## src/verilog/tcp_pkg.sv

```systemverilog
package tcp_pkg;

    // ------------------------------------------------------------------------
    // Field widths
    // ------------------------------------------------------------------------
    localparam int SEQ_W  = 32;         // Sequence and ack numbers
    localparam int LEN_W  = 16;         // Payload length in bytes
    localparam int FLAG_W = 8;          // TCP flags byte

    // Bit positions inside the flags byte
    localparam int FLAG_FIN = 0;
    localparam int FLAG_SYN = 1;
    localparam int FLAG_RST = 2;
    localparam int FLAG_PSH = 3;
    localparam int FLAG_ACK = 4;

    // ------------------------------------------------------------------------
    // Connection states
    // ------------------------------------------------------------------------
    typedef enum logic [3:0] {
        CLOSED,                         // Idle, waits for CONNECT
        SYN_SENT,                       // SYN out, waits for SYN+ACK
        ESTABLISHED,                    // Data transfer
        FIN_WAIT_1,                     // Our FIN out, not yet acked
        FIN_WAIT_2,                     // Our FIN acked, waits for peer FIN
        TIME_WAIT,                      // Final ACK out, quiet period
        SEND_SEG,                       // Header loaded, start pulse
        WAIT_SEND,                      // Sender still busy
        CLOSING_ACK                     // Reserved encoding
    } tcp_state_e;

    // Application command
    typedef enum logic [1:0] {
        CONNECT,
        SEND,
        CLOSE
    } cmd_op_e;

    // Kind of header the tracker builds
    typedef enum logic [2:0] {
        SYN,                            // Opening SYN, seq = ISN
        ACK,                            // Plain ACK
        DATA,                           // ACK+PSH with payload
        FIN,                            // FIN+ACK
        DUP_ACK                         // Repeats current rcv_nxt
    } seg_kind_e;

endpackage

```

## src/verilog/tcp_retry_timer.sv

```systemverilog
module tcp_retry_timer #(
    parameter logic [31:0] RTO_CYCLES       = 32'd1000,
    parameter logic [31:0] TIME_WAIT_CYCLES = 32'd2000,
    parameter logic [3:0]  MAX_RETRIES      = 4'd3
) (
    input  logic clk,
    input  logic rst_n,
    input  logic start_rto,             // Arm retransmission countdown
    input  logic start_tw,              // Arm TIME_WAIT countdown
    input  logic stop,                  // Disarm
    output logic expired,
    output logic give_up
);

    logic [31:0] count_q;
    logic        running_q;
    logic        tw_q;                  // Current run is TIME_WAIT
    logic [3:0]  attempts_q;            // Retries already spent
    logic        at_zero;

    assign at_zero = running_q && (count_q == 32'd0);
    // TIME_WAIT never gives up, it just ends
    assign expired = at_zero && (tw_q || (attempts_q < MAX_RETRIES));
    assign give_up = at_zero && !tw_q && (attempts_q >= MAX_RETRIES);

    always_ff @(posedge clk or negedge rst_n) begin
        if (!rst_n) begin
            count_q    <= 32'd0;
            running_q  <= 1'b0;
            tw_q       <= 1'b0;
            attempts_q <= 4'd0;
        end else if (stop) begin
            running_q <= 1'b0;
        end else if (start_rto) begin
            count_q    <= RTO_CYCLES;
            running_q  <= 1'b1;
            tw_q       <= 1'b0;
            attempts_q <= expired ? attempts_q + 4'd1 : 4'd0; // Restart on expiry is a retry
        end else if (start_tw) begin
            count_q   <= TIME_WAIT_CYCLES;
            running_q <= 1'b1;
            tw_q      <= 1'b1;
        end else if (at_zero) begin
            running_q <= 1'b0;
        end else if (running_q) begin
            count_q <= count_q - 32'd1;
        end
    end

endmodule

```

## src/verilog/tcp_seq_tracker.sv

```systemverilog
module tcp_seq_tracker #(
    parameter logic [tcp_pkg::SEQ_W-1:0] ISN = 32'h1234_5678
) (
    input  logic                        clk,
    input  logic                        rst_n,
    input  logic                        seg_load,  // Build header this cycle
    input  tcp_pkg::seg_kind_e          seg_kind,
    input  logic                        rcv_take,  // Consume peer sequence space
    input  logic [tcp_pkg::LEN_W-1:0]   cmd_len,
    input  logic [tcp_pkg::SEQ_W-1:0]   meta_seq,
    input  logic [tcp_pkg::SEQ_W-1:0]   meta_ack,
    input  logic [tcp_pkg::LEN_W-1:0]   meta_len,
    output logic [tcp_pkg::SEQ_W-1:0]   seg_seq,
    output logic [tcp_pkg::SEQ_W-1:0]   seg_ack,
    output logic [tcp_pkg::FLAG_W-1:0]  seg_flags,
    output logic [tcp_pkg::LEN_W-1:0]   seg_len,
    output logic                        ack_match,
    output logic                        seq_in_order,
    output logic                        has_payload
);

    logic [tcp_pkg::SEQ_W-1:0]  snd_nxt_q;             // Next seq we send
    logic [tcp_pkg::SEQ_W-1:0]  rcv_nxt_q;             // Next seq we expect
    logic [tcp_pkg::SEQ_W-1:0]  snd_nxt_d;
    logic [tcp_pkg::SEQ_W-1:0]  rcv_nxt_d;
    logic [tcp_pkg::SEQ_W-1:0]  cmd_len_ext;
    logic [tcp_pkg::SEQ_W-1:0]  meta_len_ext;
    logic [tcp_pkg::SEQ_W-1:0]  seq_d;
    logic [tcp_pkg::SEQ_W-1:0]  ack_d;
    logic [tcp_pkg::FLAG_W-1:0] flags_d;
    logic [tcp_pkg::LEN_W-1:0]  len_d;

    assign cmd_len_ext  = {{(tcp_pkg::SEQ_W - tcp_pkg::LEN_W){1'b0}}, cmd_len};
    assign meta_len_ext = {{(tcp_pkg::SEQ_W - tcp_pkg::LEN_W){1'b0}}, meta_len};

    // Compares for the FSM
    assign ack_match    = (meta_ack == snd_nxt_q);
    assign seq_in_order = (meta_seq == rcv_nxt_q);
    assign has_payload  = (meta_len != '0);

    // SYN/FIN take one number, data takes its length
    always_comb begin
        rcv_nxt_d = rcv_nxt_q;
        if (rcv_take) begin
            rcv_nxt_d = has_payload ? meta_seq + meta_len_ext : meta_seq + 32'd1;
        end
    end

    // ------------------------------------------------------------------------
    // Header for the requested kind
    // ------------------------------------------------------------------------
    always_comb begin
        seq_d     = snd_nxt_q;
        ack_d     = rcv_nxt_d;          // Sees a same-cycle rcv_take
        flags_d   = '0;
        len_d     = '0;
        snd_nxt_d = snd_nxt_q;
        flags_d[tcp_pkg::FLAG_ACK] = 1'b1;
        case (seg_kind)
            tcp_pkg::SYN: begin
                seq_d     = ISN;
                ack_d     = '0;
                flags_d   = '0;
                snd_nxt_d = ISN + 32'd1;        // SYN takes one number
                flags_d[tcp_pkg::FLAG_SYN] = 1'b1;
            end
            tcp_pkg::DATA: begin
                len_d     = cmd_len;
                snd_nxt_d = snd_nxt_q + cmd_len_ext;
                flags_d[tcp_pkg::FLAG_PSH] = 1'b1;
            end
            tcp_pkg::FIN: begin
                snd_nxt_d = snd_nxt_q + 32'd1;  // FIN takes one number
                flags_d[tcp_pkg::FLAG_FIN] = 1'b1;
            end
            default: ;                          // ACK and DUP_ACK
        endcase
    end

    always_ff @(posedge clk or negedge rst_n) begin
        if (!rst_n) begin
            snd_nxt_q <= '0;
            rcv_nxt_q <= '0;
        end else begin
            rcv_nxt_q <= rcv_nxt_d;
            if (seg_load) snd_nxt_q <= snd_nxt_d;
        end
    end

    // Held for retries and while the sender works
    always_ff @(posedge clk) begin
        if (seg_load) begin
            seg_seq   <= seq_d;
            seg_ack   <= ack_d;
            seg_flags <= flags_d;
            seg_len   <= len_d;
        end
    end

endmodule

```

## src/verilog/tcp_conn_fsm.sv

```systemverilog
module tcp_conn_fsm (
    input  logic                        clk,
    input  logic                        rst_n,
    input  logic                        cmd_valid,
    input  tcp_pkg::cmd_op_e            cmd_op,
    input  logic                        meta_valid,
    input  logic [tcp_pkg::FLAG_W-1:0]  meta_flags,
    input  logic                        seg_busy,
    input  logic                        ack_match,     // Peer acks snd_nxt
    input  logic                        seq_in_order,  // Peer seq is rcv_nxt
    input  logic                        has_payload,
    input  logic                        expired,
    input  logic                        give_up,
    output logic                        cmd_ready,
    output logic                        meta_ready,
    output logic                        seg_start,
    output logic                        seg_load,
    output tcp_pkg::seg_kind_e          seg_kind,
    output logic                        rcv_take,
    output logic                        timer_start_rto,
    output logic                        timer_start_tw,
    output logic                        timer_stop,
    output tcp_pkg::tcp_state_e         conn_state
);

    tcp_pkg::tcp_state_e state_q, state_d;
    tcp_pkg::tcp_state_e ret_q, ret_d;  // State after the send completes
    logic                cmd_en_q;
    logic                meta_en_q;
    logic                cmd_fire;
    logic                meta_fire;
    logic                is_rst, is_syn, is_ack, is_fin;

    assign is_rst = meta_flags[tcp_pkg::FLAG_RST];
    assign is_syn = meta_flags[tcp_pkg::FLAG_SYN];
    assign is_ack = meta_flags[tcp_pkg::FLAG_ACK];
    assign is_fin = meta_flags[tcp_pkg::FLAG_FIN];

    // Received segments win over commands
    assign meta_ready = meta_en_q;
    assign cmd_ready  = cmd_en_q && !(meta_valid && meta_en_q);
    assign cmd_fire   = cmd_valid && cmd_ready;
    assign meta_fire  = meta_valid && meta_ready;
    assign seg_start  = (state_q == tcp_pkg::SEND_SEG);
    assign conn_state = state_q;

    // ------------------------------------------------------------------------
    // Transition rules
    // ------------------------------------------------------------------------
    always_comb begin
        state_d         = state_q;
        ret_d           = ret_q;
        seg_load        = 1'b0;
        seg_kind        = tcp_pkg::ACK;
        rcv_take        = 1'b0;
        timer_start_rto = 1'b0;
        timer_start_tw  = 1'b0;
        timer_stop      = 1'b0;
        case (state_q)
            tcp_pkg::CLOSED: begin
                if (cmd_fire && cmd_op == tcp_pkg::CONNECT) begin
                    seg_load        = 1'b1;
                    seg_kind        = tcp_pkg::SYN;
                    timer_start_rto = 1'b1;
                    state_d         = tcp_pkg::SEND_SEG;
                    ret_d           = tcp_pkg::SYN_SENT;
                end
            end
            tcp_pkg::SYN_SENT: begin
                if (meta_fire && is_rst) begin      // Refused
                    timer_stop = 1'b1;
                    state_d    = tcp_pkg::CLOSED;
                end else if (meta_fire && is_syn && is_ack && ack_match) begin
                    rcv_take   = 1'b1;              // Peer ISN + 1
                    seg_load   = 1'b1;
                    timer_stop = 1'b1;
                    state_d    = tcp_pkg::SEND_SEG;
                    ret_d      = tcp_pkg::ESTABLISHED;
                end else if (give_up) begin
                    state_d = tcp_pkg::CLOSED;
                end else if (expired) begin         // Resend stored SYN
                    timer_start_rto = 1'b1;
                    state_d         = tcp_pkg::SEND_SEG;
                    ret_d           = tcp_pkg::SYN_SENT;
                end
            end
            tcp_pkg::ESTABLISHED: begin
                ret_d = tcp_pkg::ESTABLISHED;
                if (meta_fire) begin
                    if (is_rst) begin
                        state_d = tcp_pkg::CLOSED;
                    end else if (has_payload) begin
                        seg_load = 1'b1;
                        state_d  = tcp_pkg::SEND_SEG;
                        rcv_take = seq_in_order;    // Out of order keeps rcv_nxt
                        seg_kind = seq_in_order ? tcp_pkg::ACK : tcp_pkg::DUP_ACK;
                    end                             // Pure ACK needs no reply
                end else if (cmd_fire && cmd_op == tcp_pkg::SEND) begin
                    seg_load = 1'b1;
                    seg_kind = tcp_pkg::DATA;
                    state_d  = tcp_pkg::SEND_SEG;
                end else if (cmd_fire && cmd_op == tcp_pkg::CLOSE) begin
                    seg_load        = 1'b1;
                    seg_kind        = tcp_pkg::FIN;
                    timer_start_rto = 1'b1;
                    state_d         = tcp_pkg::SEND_SEG;
                    ret_d           = tcp_pkg::FIN_WAIT_1;
                end
            end
            tcp_pkg::FIN_WAIT_1: begin
                if (meta_fire && is_rst) begin
                    timer_stop = 1'b1;
                    state_d    = tcp_pkg::CLOSED;
                end else if (meta_fire && is_ack && ack_match) begin
                    timer_stop = 1'b1;              // Our FIN is acked
                    state_d    = tcp_pkg::FIN_WAIT_2;
                end else if (give_up) begin
                    state_d = tcp_pkg::CLOSED;
                end else if (expired) begin         // Resend stored FIN
                    timer_start_rto = 1'b1;
                    state_d         = tcp_pkg::SEND_SEG;
                    ret_d           = tcp_pkg::FIN_WAIT_1;
                end
            end
            tcp_pkg::FIN_WAIT_2: begin
                if (meta_fire && is_rst) begin
                    state_d = tcp_pkg::CLOSED;
                end else if (meta_fire && is_fin) begin
                    rcv_take       = 1'b1;          // Peer FIN + 1
                    seg_load       = 1'b1;
                    timer_start_tw = 1'b1;
                    state_d        = tcp_pkg::SEND_SEG;
                    ret_d          = tcp_pkg::TIME_WAIT;
                end
            end
            tcp_pkg::TIME_WAIT: if (expired) state_d = tcp_pkg::CLOSED;
            tcp_pkg::SEND_SEG:  state_d = tcp_pkg::WAIT_SEND;
            tcp_pkg::WAIT_SEND: if (!seg_busy) state_d = ret_q;
            default:            state_d = tcp_pkg::CLOSED;
        endcase
    end

    // Ready levels registered from the next state, low through reset
    always_ff @(posedge clk or negedge rst_n) begin
        if (!rst_n) begin
            state_q   <= tcp_pkg::CLOSED;
            ret_q     <= tcp_pkg::CLOSED;
            cmd_en_q  <= 1'b0;
            meta_en_q <= 1'b0;
        end else begin
            state_q   <= state_d;
            ret_q     <= ret_d;
            cmd_en_q  <= (state_d == tcp_pkg::CLOSED) || (state_d == tcp_pkg::ESTABLISHED);
            meta_en_q <= state_d inside {tcp_pkg::SYN_SENT, tcp_pkg::ESTABLISHED,
                                         tcp_pkg::FIN_WAIT_1, tcp_pkg::FIN_WAIT_2};
        end
    end

endmodule

```

## src/verilog/tcp_conn_ctrl.sv

```systemverilog
module tcp_conn_ctrl #(
    parameter logic [tcp_pkg::SEQ_W-1:0] ISN              = 32'h1234_5678,
    parameter logic [31:0]               RTO_CYCLES       = 32'd1000,
    parameter logic [31:0]               TIME_WAIT_CYCLES = 32'd2000,
    parameter logic [3:0]                MAX_RETRIES      = 4'd3
) (
    input  logic                        clk,
    input  logic                        rst_n,
    // Application commands
    input  logic                        cmd_valid,
    output logic                        cmd_ready,
    input  tcp_pkg::cmd_op_e            cmd_op,
    input  logic [tcp_pkg::LEN_W-1:0]   cmd_len,
    // Parsed incoming segment
    input  logic                        meta_valid,
    output logic                        meta_ready,
    input  logic [tcp_pkg::SEQ_W-1:0]   meta_seq,
    input  logic [tcp_pkg::SEQ_W-1:0]   meta_ack,
    input  logic [tcp_pkg::FLAG_W-1:0]  meta_flags,
    input  logic [tcp_pkg::LEN_W-1:0]   meta_len,
    // Outgoing segment to sender
    output logic                        seg_start,
    output logic [tcp_pkg::SEQ_W-1:0]   seg_seq,
    output logic [tcp_pkg::SEQ_W-1:0]   seg_ack,
    output logic [tcp_pkg::FLAG_W-1:0]  seg_flags,
    output logic [tcp_pkg::LEN_W-1:0]   seg_len,
    input  logic                        seg_busy,
    output tcp_pkg::tcp_state_e         conn_state
);

    tcp_pkg::seg_kind_e seg_kind;
    logic seg_load, rcv_take;
    logic ack_match, seq_in_order, has_payload;
    logic timer_start_rto, timer_start_tw, timer_stop;
    logic expired, give_up;

    tcp_conn_fsm u_fsm (.*);

    tcp_seq_tracker #(.ISN(ISN)) u_tracker (.*);

    tcp_retry_timer #(
        .RTO_CYCLES       (RTO_CYCLES),
        .TIME_WAIT_CYCLES (TIME_WAIT_CYCLES),
        .MAX_RETRIES      (MAX_RETRIES)
    ) u_timer (
        .clk       (clk),
        .rst_n     (rst_n),
        .start_rto (timer_start_rto),
        .start_tw  (timer_start_tw),
        .stop      (timer_stop),
        .expired   (expired),
        .give_up   (give_up)
    );

endmodule

```

## config.mk

```make
export PLATFORM = sky130hd
export DESIGN_NAME = tcp_conn_ctrl
export DESIGN_NICKNAME = d
export VERILOG_FILES = /design/src/verilog/tcp_pkg.sv /design/src/verilog/tcp_retry_timer.sv /design/src/verilog/tcp_seq_tracker.sv /design/src/verilog/tcp_conn_fsm.sv /design/src/verilog/tcp_conn_ctrl.sv
export SDC_FILE = /design/constraint.sdc
export NUM_CORES = 1
export LEC_CHECK = 0
export ABC_AREA = 1
export BUFFER_PORTS_ARGS = -buffer_cell sky130_fd_sc_hd__buf_2
export CORE_ASPECT_RATIO = 0.75
export CORE_UTILIZATION = 52
export CTS_BUF_LIST = sky130_fd_sc_hd__clkbuf_16
export CTS_CLUSTER_SIZE = 25
export DETAILED_ROUTE_END_ITERATION = 8
export GPL_ROUTABILITY_DRIVEN = 0
export MAX_ROUTING_LAYER = met4
export PLACE_DENSITY_LB_ADDON = 0.1
export SETUP_SLACK_MARGIN = 0.2
export SYNTH_ARGS = -nofsm -noshare
export SYNTH_HDL_FRONTEND = slang
export SYNTH_SLANG_ARGS = --single-unit
```

## constraint.sdc

```tcl
create_clock -name clk -period 3.78 [get_ports clk]
set_clock_uncertainty 0.1 [all_clocks]
set_input_delay 0.378 -clock clk [delete_from_list [all_inputs] [get_ports clk]]
set_output_delay 0.378 -clock clk [all_outputs]
set_load 0.05 [all_outputs]
```

# Word level (Yosys, flattened, before mapping)

Index checks and enable logic that the tools add are counted.

Register bits after elaboration: 200
Bits of input ports: 111
Logic and storage cells: 176

Add/subtract/negate cells: 6
$lt $le $gt $ge: 2
Equality and inequality tests: 28
Mux-type cells: 87
Bitwise gates (word level): 1
Reductions and logical operators: 38

Operators with widths:

| cell                                                | number |
|---|---|
| two-way mux 32 bit                                  | 6 |
| two-way mux 4 bit                                   | 30 |
| case mux 32 bit (3 select lines)                    | 1 |
| adder 32 x 1 -> 32 bit, second input constant       | 2 |
| adder 32 x 16 -> 32 bit                             | 2 |
| equality test 32 bit                                | 2 |
| two-way mux 1 bit                                   | 37 |
| logical NOT 32 bit                                  | 1 |
| case mux 4 bit (8 select lines)                     | 1 |
| subtractor 32 x 1 -> 32 bit, second input constant  | 1 |
| equality test 4 x 3 -> 1 bit, second input constant | 5 |
| case mux 4 bit (5 select lines)                     | 1 |
| logical AND 1 bit                                   | 17 |
| equality test 4 x 2 -> 1 bit, second input constant | 4 |
| nonzero test 16 bit                                 | 1 |
| two-way mux 3 bit                                   | 5 |
| AND reduction 11 bit                                | 1 |
| != test 2 bit, second input constant                | 5 |
| equality test 4 x 1 -> 1 bit, second input constant | 2 |
| logical NOT 4 bit                                   | 2 |
| case mux 1 bit (4 select lines)                     | 2 |
| nonzero test 4 bit                                  | 2 |
| equality test 3 x 2 -> 1 bit, second input constant | 2 |
| != test 2 x 1 -> 1 bit, second input constant       | 3 |
| 22 further kinds                                    | 27 |

# Longest topological paths before layout

Depth after elaboration: 12
Depth in mapped cells: 22
Depth with buffers taken out: 22

# Hierarchy

Synthesis repeated with hierarchy kept, for this count alone.

Cells, all modules: 1,825
Area total of the unflattened synthesis: 13,245.2 sq um

Modules (own cells, without submodules):

| module          | times used | cells each | area an instance (sq um) | sequential area each (sq um) |
|---|---|---|---|---|
| tcp_seq_tracker | 1          | 1,245      | 9,549.2                  | 4,124.0 |
| tcp_retry_timer | 1          | 434        | 2,803.9                  | 950.9 |
| tcp_conn_fsm    | 1          | 146        | 892.1                    | 225.2 |

# Least setup slack after synthesis

No wires, ideal clock.

Path kind: register -> register
From: register u_fsm.state_q[0] (netlist: u_fsm.conn_state[0])
To: register u_tracker.seg_ack[0] (netlist bit), enable pin
Library setup time: 823 ps
Arrival: 2,990 ps
Required time: 2,857 ps
Path slack: -133 ps
Cell stages (with the launch flop): 10
Period minus slack after synthesis: 3,913 ps
Cell sequence: dfrtp_1 -> inv_1 -> nand3_1 -> inv_1 -> nand4_1 -> inv_2 -> nor2_1 -> nand4_1 -> inv_1 -> nand2_1

Word-level cells in the longest chain between the ends: 2
Elaborated cells on any way between the ends: 5
Classes of those cells: eq/ne: 3; mux: 1; reduce/logical: 1

Ends and longest elaborated chain:

| item                                                       | line                  | source |
|---|---|---|
| start: declaration                                         | tcp_conn_fsm.sv:26    | `tcp_pkg::tcp_state_e state_q, state_d;` |
| start signal: assignment                                   | tcp_conn_fsm.sv:146   | `state_q <= tcp_pkg::CLOSED;` |
| start signal: assignment                                   | tcp_conn_fsm.sv:151   | `state_q <= state_d;` |
| equality test 4 x 3 -> 1 bit, or another cell as far along | tcp_conn_fsm.sv:59    | `case (state_q)` |
| case mux 1 bit (4 select lines) (*)                        | tcp_conn_fsm.sv:59    |  |
| named net seg_load                                         | tcp_conn_ctrl.sv:32   | `logic seg_load, rcv_take;` |
| end signal: assignment                                     | tcp_seq_tracker.sv:94 | `seg_ack <= ack_d;` |
| end: declaration                                           | tcp_seq_tracker.sv:14 | `output logic [tcp_pkg::SEQ_W-1:0] seg_ack,` |

Mark *: on every way through the listed nets, which the timed path passes. The rest lies on a longest branch.
A chain may end at the register's enable or synchronous reset.

# Final worst setup path

From: register u_fsm.state_q[2] (netlist: u_fsm.conn_state[2])
To: register u_tracker.snd_nxt_q[29] (netlist bit)

Word-level cells in the longest chain between the ends: 5
Elaborated cells on any way between the ends: 12
Classes of those cells: eq/ne: 5; mux: 3; reduce/logical: 4

Ends and longest elaborated chain:

| item                                                              | line                  | source |
|---|---|---|
| equality test 4 x 2 -> 1 bit or logical NOT 4 bit (tied branches) | tcp_conn_fsm.sv:59    |  |
| case mux 3 bit (2 select lines)                                   | tcp_conn_fsm.sv:59    |  |
| equality test 3 x 2 -> 1 bit or logical NOT 3 bit (tied branches) | tcp_seq_tracker.sv:59 | `case (seg_kind)` |
| nonzero test 3 bit (no source line)                               | -                     |  |
| AND reduction 2 bit (no source line)                              | -                     |  |
| end signal: assignment                                            | tcp_seq_tracker.sv:86 | `if (seg_load) snd_nxt_q <= snd_nxt_d;` |
| end: declaration                                                  | tcp_seq_tracker.sv:22 | `logic [tcp_pkg::SEQ_W-1:0] snd_nxt_q;` |

Parallel ways exist; a longest one is shown, timed or not.

==> impl_metrics.toml <==
[outcome]
run_status = "finished, violations left"
violated_checks = "hold timing"

[yosys]
synthesized_area_fraction_occupied_by_ao_oa_aoi_and_oai_cells = 0.0740
yosysUniqueCellTypes = 50
synthFlopType = "dfrtp_1"
syn-instance-count = 1658
yosys-mux-area-fraction = 0
async_reset_ff_frac = 0.569
dominant_combinational_cell_family_by_area_after_synthesis = "simple AND/OR/NAND/NOR gates"
synth_edf_count = 84
post_synth_xor_area_fraction = 0.0695
combined_area_of_all_synthesized_cells_sq_um = 12600
post_synth.cell_area_avg_sq_um = 7.60
synth-adder-area-share = 0.0369
ys.warnings.count = 0
sequential_cell_area_fraction_in_the_yosys_report = 0.421
synthSimpleGateAreaFrac = 0.317
yosysTopAreaCellShare = 0.220
ys_top_cells_by_area = "dfrtp_1, edfxtp_1, nand2_1"
synth.largest_area_cell = "dfrtp_1"
number_of_synthesized_register_bits = 195

[power]
power.density_cell_area_nw_per_um2 = 534
power_mw = 7.82
power.static_leakage_nw = 7.33
power.ir.vdd_worst_mv = 0.372

[cells_and_area]
final_cell_area_sq_um = 14600
drive_gt1_frac = 0.177
final_cell_mix = "nand2_1, nor2_1, buf_2"
synthToLayoutAreaGrowth_pct = 16.2
layout.nets = 2005
most_common_library_cell_in_the_layout_ignoring_fill_and_taps = "nand2_1"

[global_route]
gr-total-overflow = 0
grt_antenna_before_repair = 1
gr-usage-all-layers = 0.294
number_of_global_route_vias_before_repair = 10646
grt_first_pass_wirelength_um = 54900
maximum_number_of_pins_on_one_net_before_global_route_repair = 69

[place]
place.port_buffers = 197
detailedPlacementHpwl_um = 26100
placed_instance_area_sq_um = 13900

[clocking]
tritoncts_num_sinks = 195
cts_hold_repair.buffers = 0
clk_path_buf_depth = 2
cts.root.buffer_cell = "clkbuf_16"
cts_buffers = 17
clkTransAtPathRegs_ns = 0.07
ctsHtreeMaxLevel = 4
clk-insertion-delay-late_ns = 0.45
cts_tree = "built"

[sta]
finalSetupTns_ns = 0
max_slew.worst_pin.slew_ns = 0.987
finalHoldViolCount = 2
period_needed_ns = 3.38
fmax_mhz = 296
rsz0062_at_grt = "false"
timing.max_slew.rel_slack = 0.342
period_share = 0.895
final-max-slew-violation-count = 0
finalSetupViolations = 0
timing.hold.ws_ns = -0.00119

[detailed_routing]
drt.antenna.violating_nets = 0
drt-vias-per-instance = 5.38
drtPass1Iterations = 5
wl_per_cell_um = 16.0
vias = 11695
drt_drc_violations_left = 0
routed_wl_um = 34700
detailed_router_s_first_iteration_violation_count = 960

[critical_path]
timing.critical_path.from_type = "register"
critical_path_required_ns = 4.02
end_kind = "register"
cp_data_arrival_time_ns = 3.62
crit_path_cell_trace = "nor2_4 -> nand3_2 -> inv_2 -> nand4_1 -> inv_4 -> buf_4 -> nor2_1 -> ha_1 -> a21oi_1 -> a21boi_0 -> o21ai_1 -> a21oi_1 -> nor2_2 -> nand3_1 -> nand2_1 -> nand3_1 -> o21ai_1"
cpMaxStageDelayCell = "dfrtp_2"
timing.critical_path.fanout_max = 14
worst_path_top_cell_family_by_delay = "compound AO/OA/AOI/OAI gates"
criticalPathCategory = "register to register"
worst-path-buf-inv = 3
critical_path.max_stage_delay_ns = 0.42

[floorplanning]
die_h_um = 137
boundaryPins = 206
design.core.area_sq_um = 23400
starting_density_of_the_core = 0.539
dieArea_sq_um = 24900
die_width_um = 182
num_rows = 48

[job]
cap_viol_max_count = 0

[worst_hold_path]
hp-class = "primary input to async pin"
## worst register-to-register path, stage by stage, from the launching register on
cell and delay [ns]:
dfrtp_2 0.42, nor2_4 0.14, nand3_2 0.09, inv_2 0.08, nand4_1 0.22, inv_4 0.23
buf_4 0.16, nor2_1 0.05, ha_1 0.35, a21oi_1 0.18, a21boi_0 0.38, o21ai_1 0.18
a21oi_1 0.30, nor2_2 0.12, nand3_1 0.10, nand2_1 0.06, nand3_1 0.06, o21ai_1 0.06
## cell families (layout without fill, tap and decap cells)
group                    after synthesis  after routing
AO/OA/AOI/OAI                        170            170
XOR/XNOR                             100            100
adder cells (fa/ha/maj)               36             36
buffers and inverters                253            462
flip-flops                           195            195
other                                  1              6
AND/OR/NAND/NOR                      903            903
## stage by stage
stage / worst slack, ns / std cells / util
after floorplan: 0.379 / 1662 / -
after global placement: 0.271 / 2133 / 0.597
after detailed placement: 0.155 / 2133 / 0.597
after CTS: 0.215 / 2165 / 0.623
after global routing: 0.177 / 2172 / 0.627
final: 0.396 / 2172 / 0.627
## per-layer routing
layer | share of wire | vias to the layer above | track usage
li1 | - | 5783 | -
met1 | 0.48 | 5415 | 0.426
met2 | 0.42 | 459 | 0.413
met3 | 0.089 | 38 | 0.0689
met4 | 0.015 | 0 | 0.0683
met5 | 0 | - | -
## final timing paths
| check | cells past startpoint | end | from | slack (ns) |
|---|---|---|---|---|
| worst min register to register | 2 | u_timer.count_q[0] | u_timer.count_q[0] | 0.41 |
| worst max register to register | 17 | u_tracker.snd_nxt_q[29] | u_fsm.conn_state[2] | 0.40 |
| worst min-delay path | 1 | u_tracker.rcv_nxt_q[19] | rst_n | -0.001 |
| max in group asynchronous | 2 | u_tracker.snd_nxt_q[20] | rst_n | 2.78 |
| worst max-delay path | 17 | u_tracker.snd_nxt_q[29] | u_fsm.conn_state[2] | 0.40 |
| min in group clk | 3 | u_tracker.seg_len[3] | cmd_len[3] | 0.15 |
## sequential cells by signal, indices dropped and copies added (netlist names)
| register | cells |
|---|---|
| u_fsm.ret_q | 3 |
| u_timer.tw_q | 1 |
| u_fsm.cmd_en_q | 1 |
| u_tracker.snd_nxt_q | 32 |
| u_tracker.rcv_nxt_q | 32 |
| u_tracker.seg_flags | 4 |
| u_tracker.seg_seq | 32 |
| u_fsm.meta_ready | 1 |
| u_timer.count_q | 32 |
| u_timer.attempts_q | 4 |
| u_tracker.seg_len | 16 |
| u_tracker.seg_ack | 32 |
| u_fsm.conn_state | 4 |
| u_timer.running_q | 1 |
## final cells by class
type / count / area [sq um]
Sequential cell: 195 / 5300
Tap cell: 300 / 375
Fill cell: 2073 / 8720
Multi-Input combinational cell: 1214 / 6330
Clock buffer: 17 / 425
Clock inverter: 15 / 189
Timing Repair Buffer: 228 / 1260
Antenna cell: 1 / 2.50
Inverter: 202 / 761
## Yosys cell counts, types with 3 or more instances
cell and number:
a21o_1 4, a21oi_1 77, and3_1 3, buf_2 10, buf_4 5, buf_6 5, clkbuf_1 28, dfrtp_1 111
edfxtp_1 84, ha_1 34, inv_1 191, inv_2 10, nand2_1 417, nand2_2 15, nand3_1 130, nand3_4 3
nand3b_1 11, nand4_1 37, nor2_1 216, nor2_2 8, nor2_4 3, nor3_1 32, nor4_1 6, o2111ai_1 3
o211ai_1 3, o21a_1 4, o21ai_0 55, o22ai_1 11, o31ai_1 3, or2_2 14, xnor2_1 47, xor2_1 53
## repair_timing
action / in CTS / in global routing
endpoints found under the setup margin: 4 / 20
setup buffers: 0 / 6
resized for setup: 2 / 20
gates cloned: 0 / 0
pin swaps: 0 / 5
## power breakdown
group	total, mW	switching (mW)	internal, mW
registers	2.97	0.374	2.60
clock network	1.94	0.838	1.10
logic	2.90	1.84	1.06
total	7.82	3.05	4.77
Note: power is estimated with default switching activity, not from simulation.
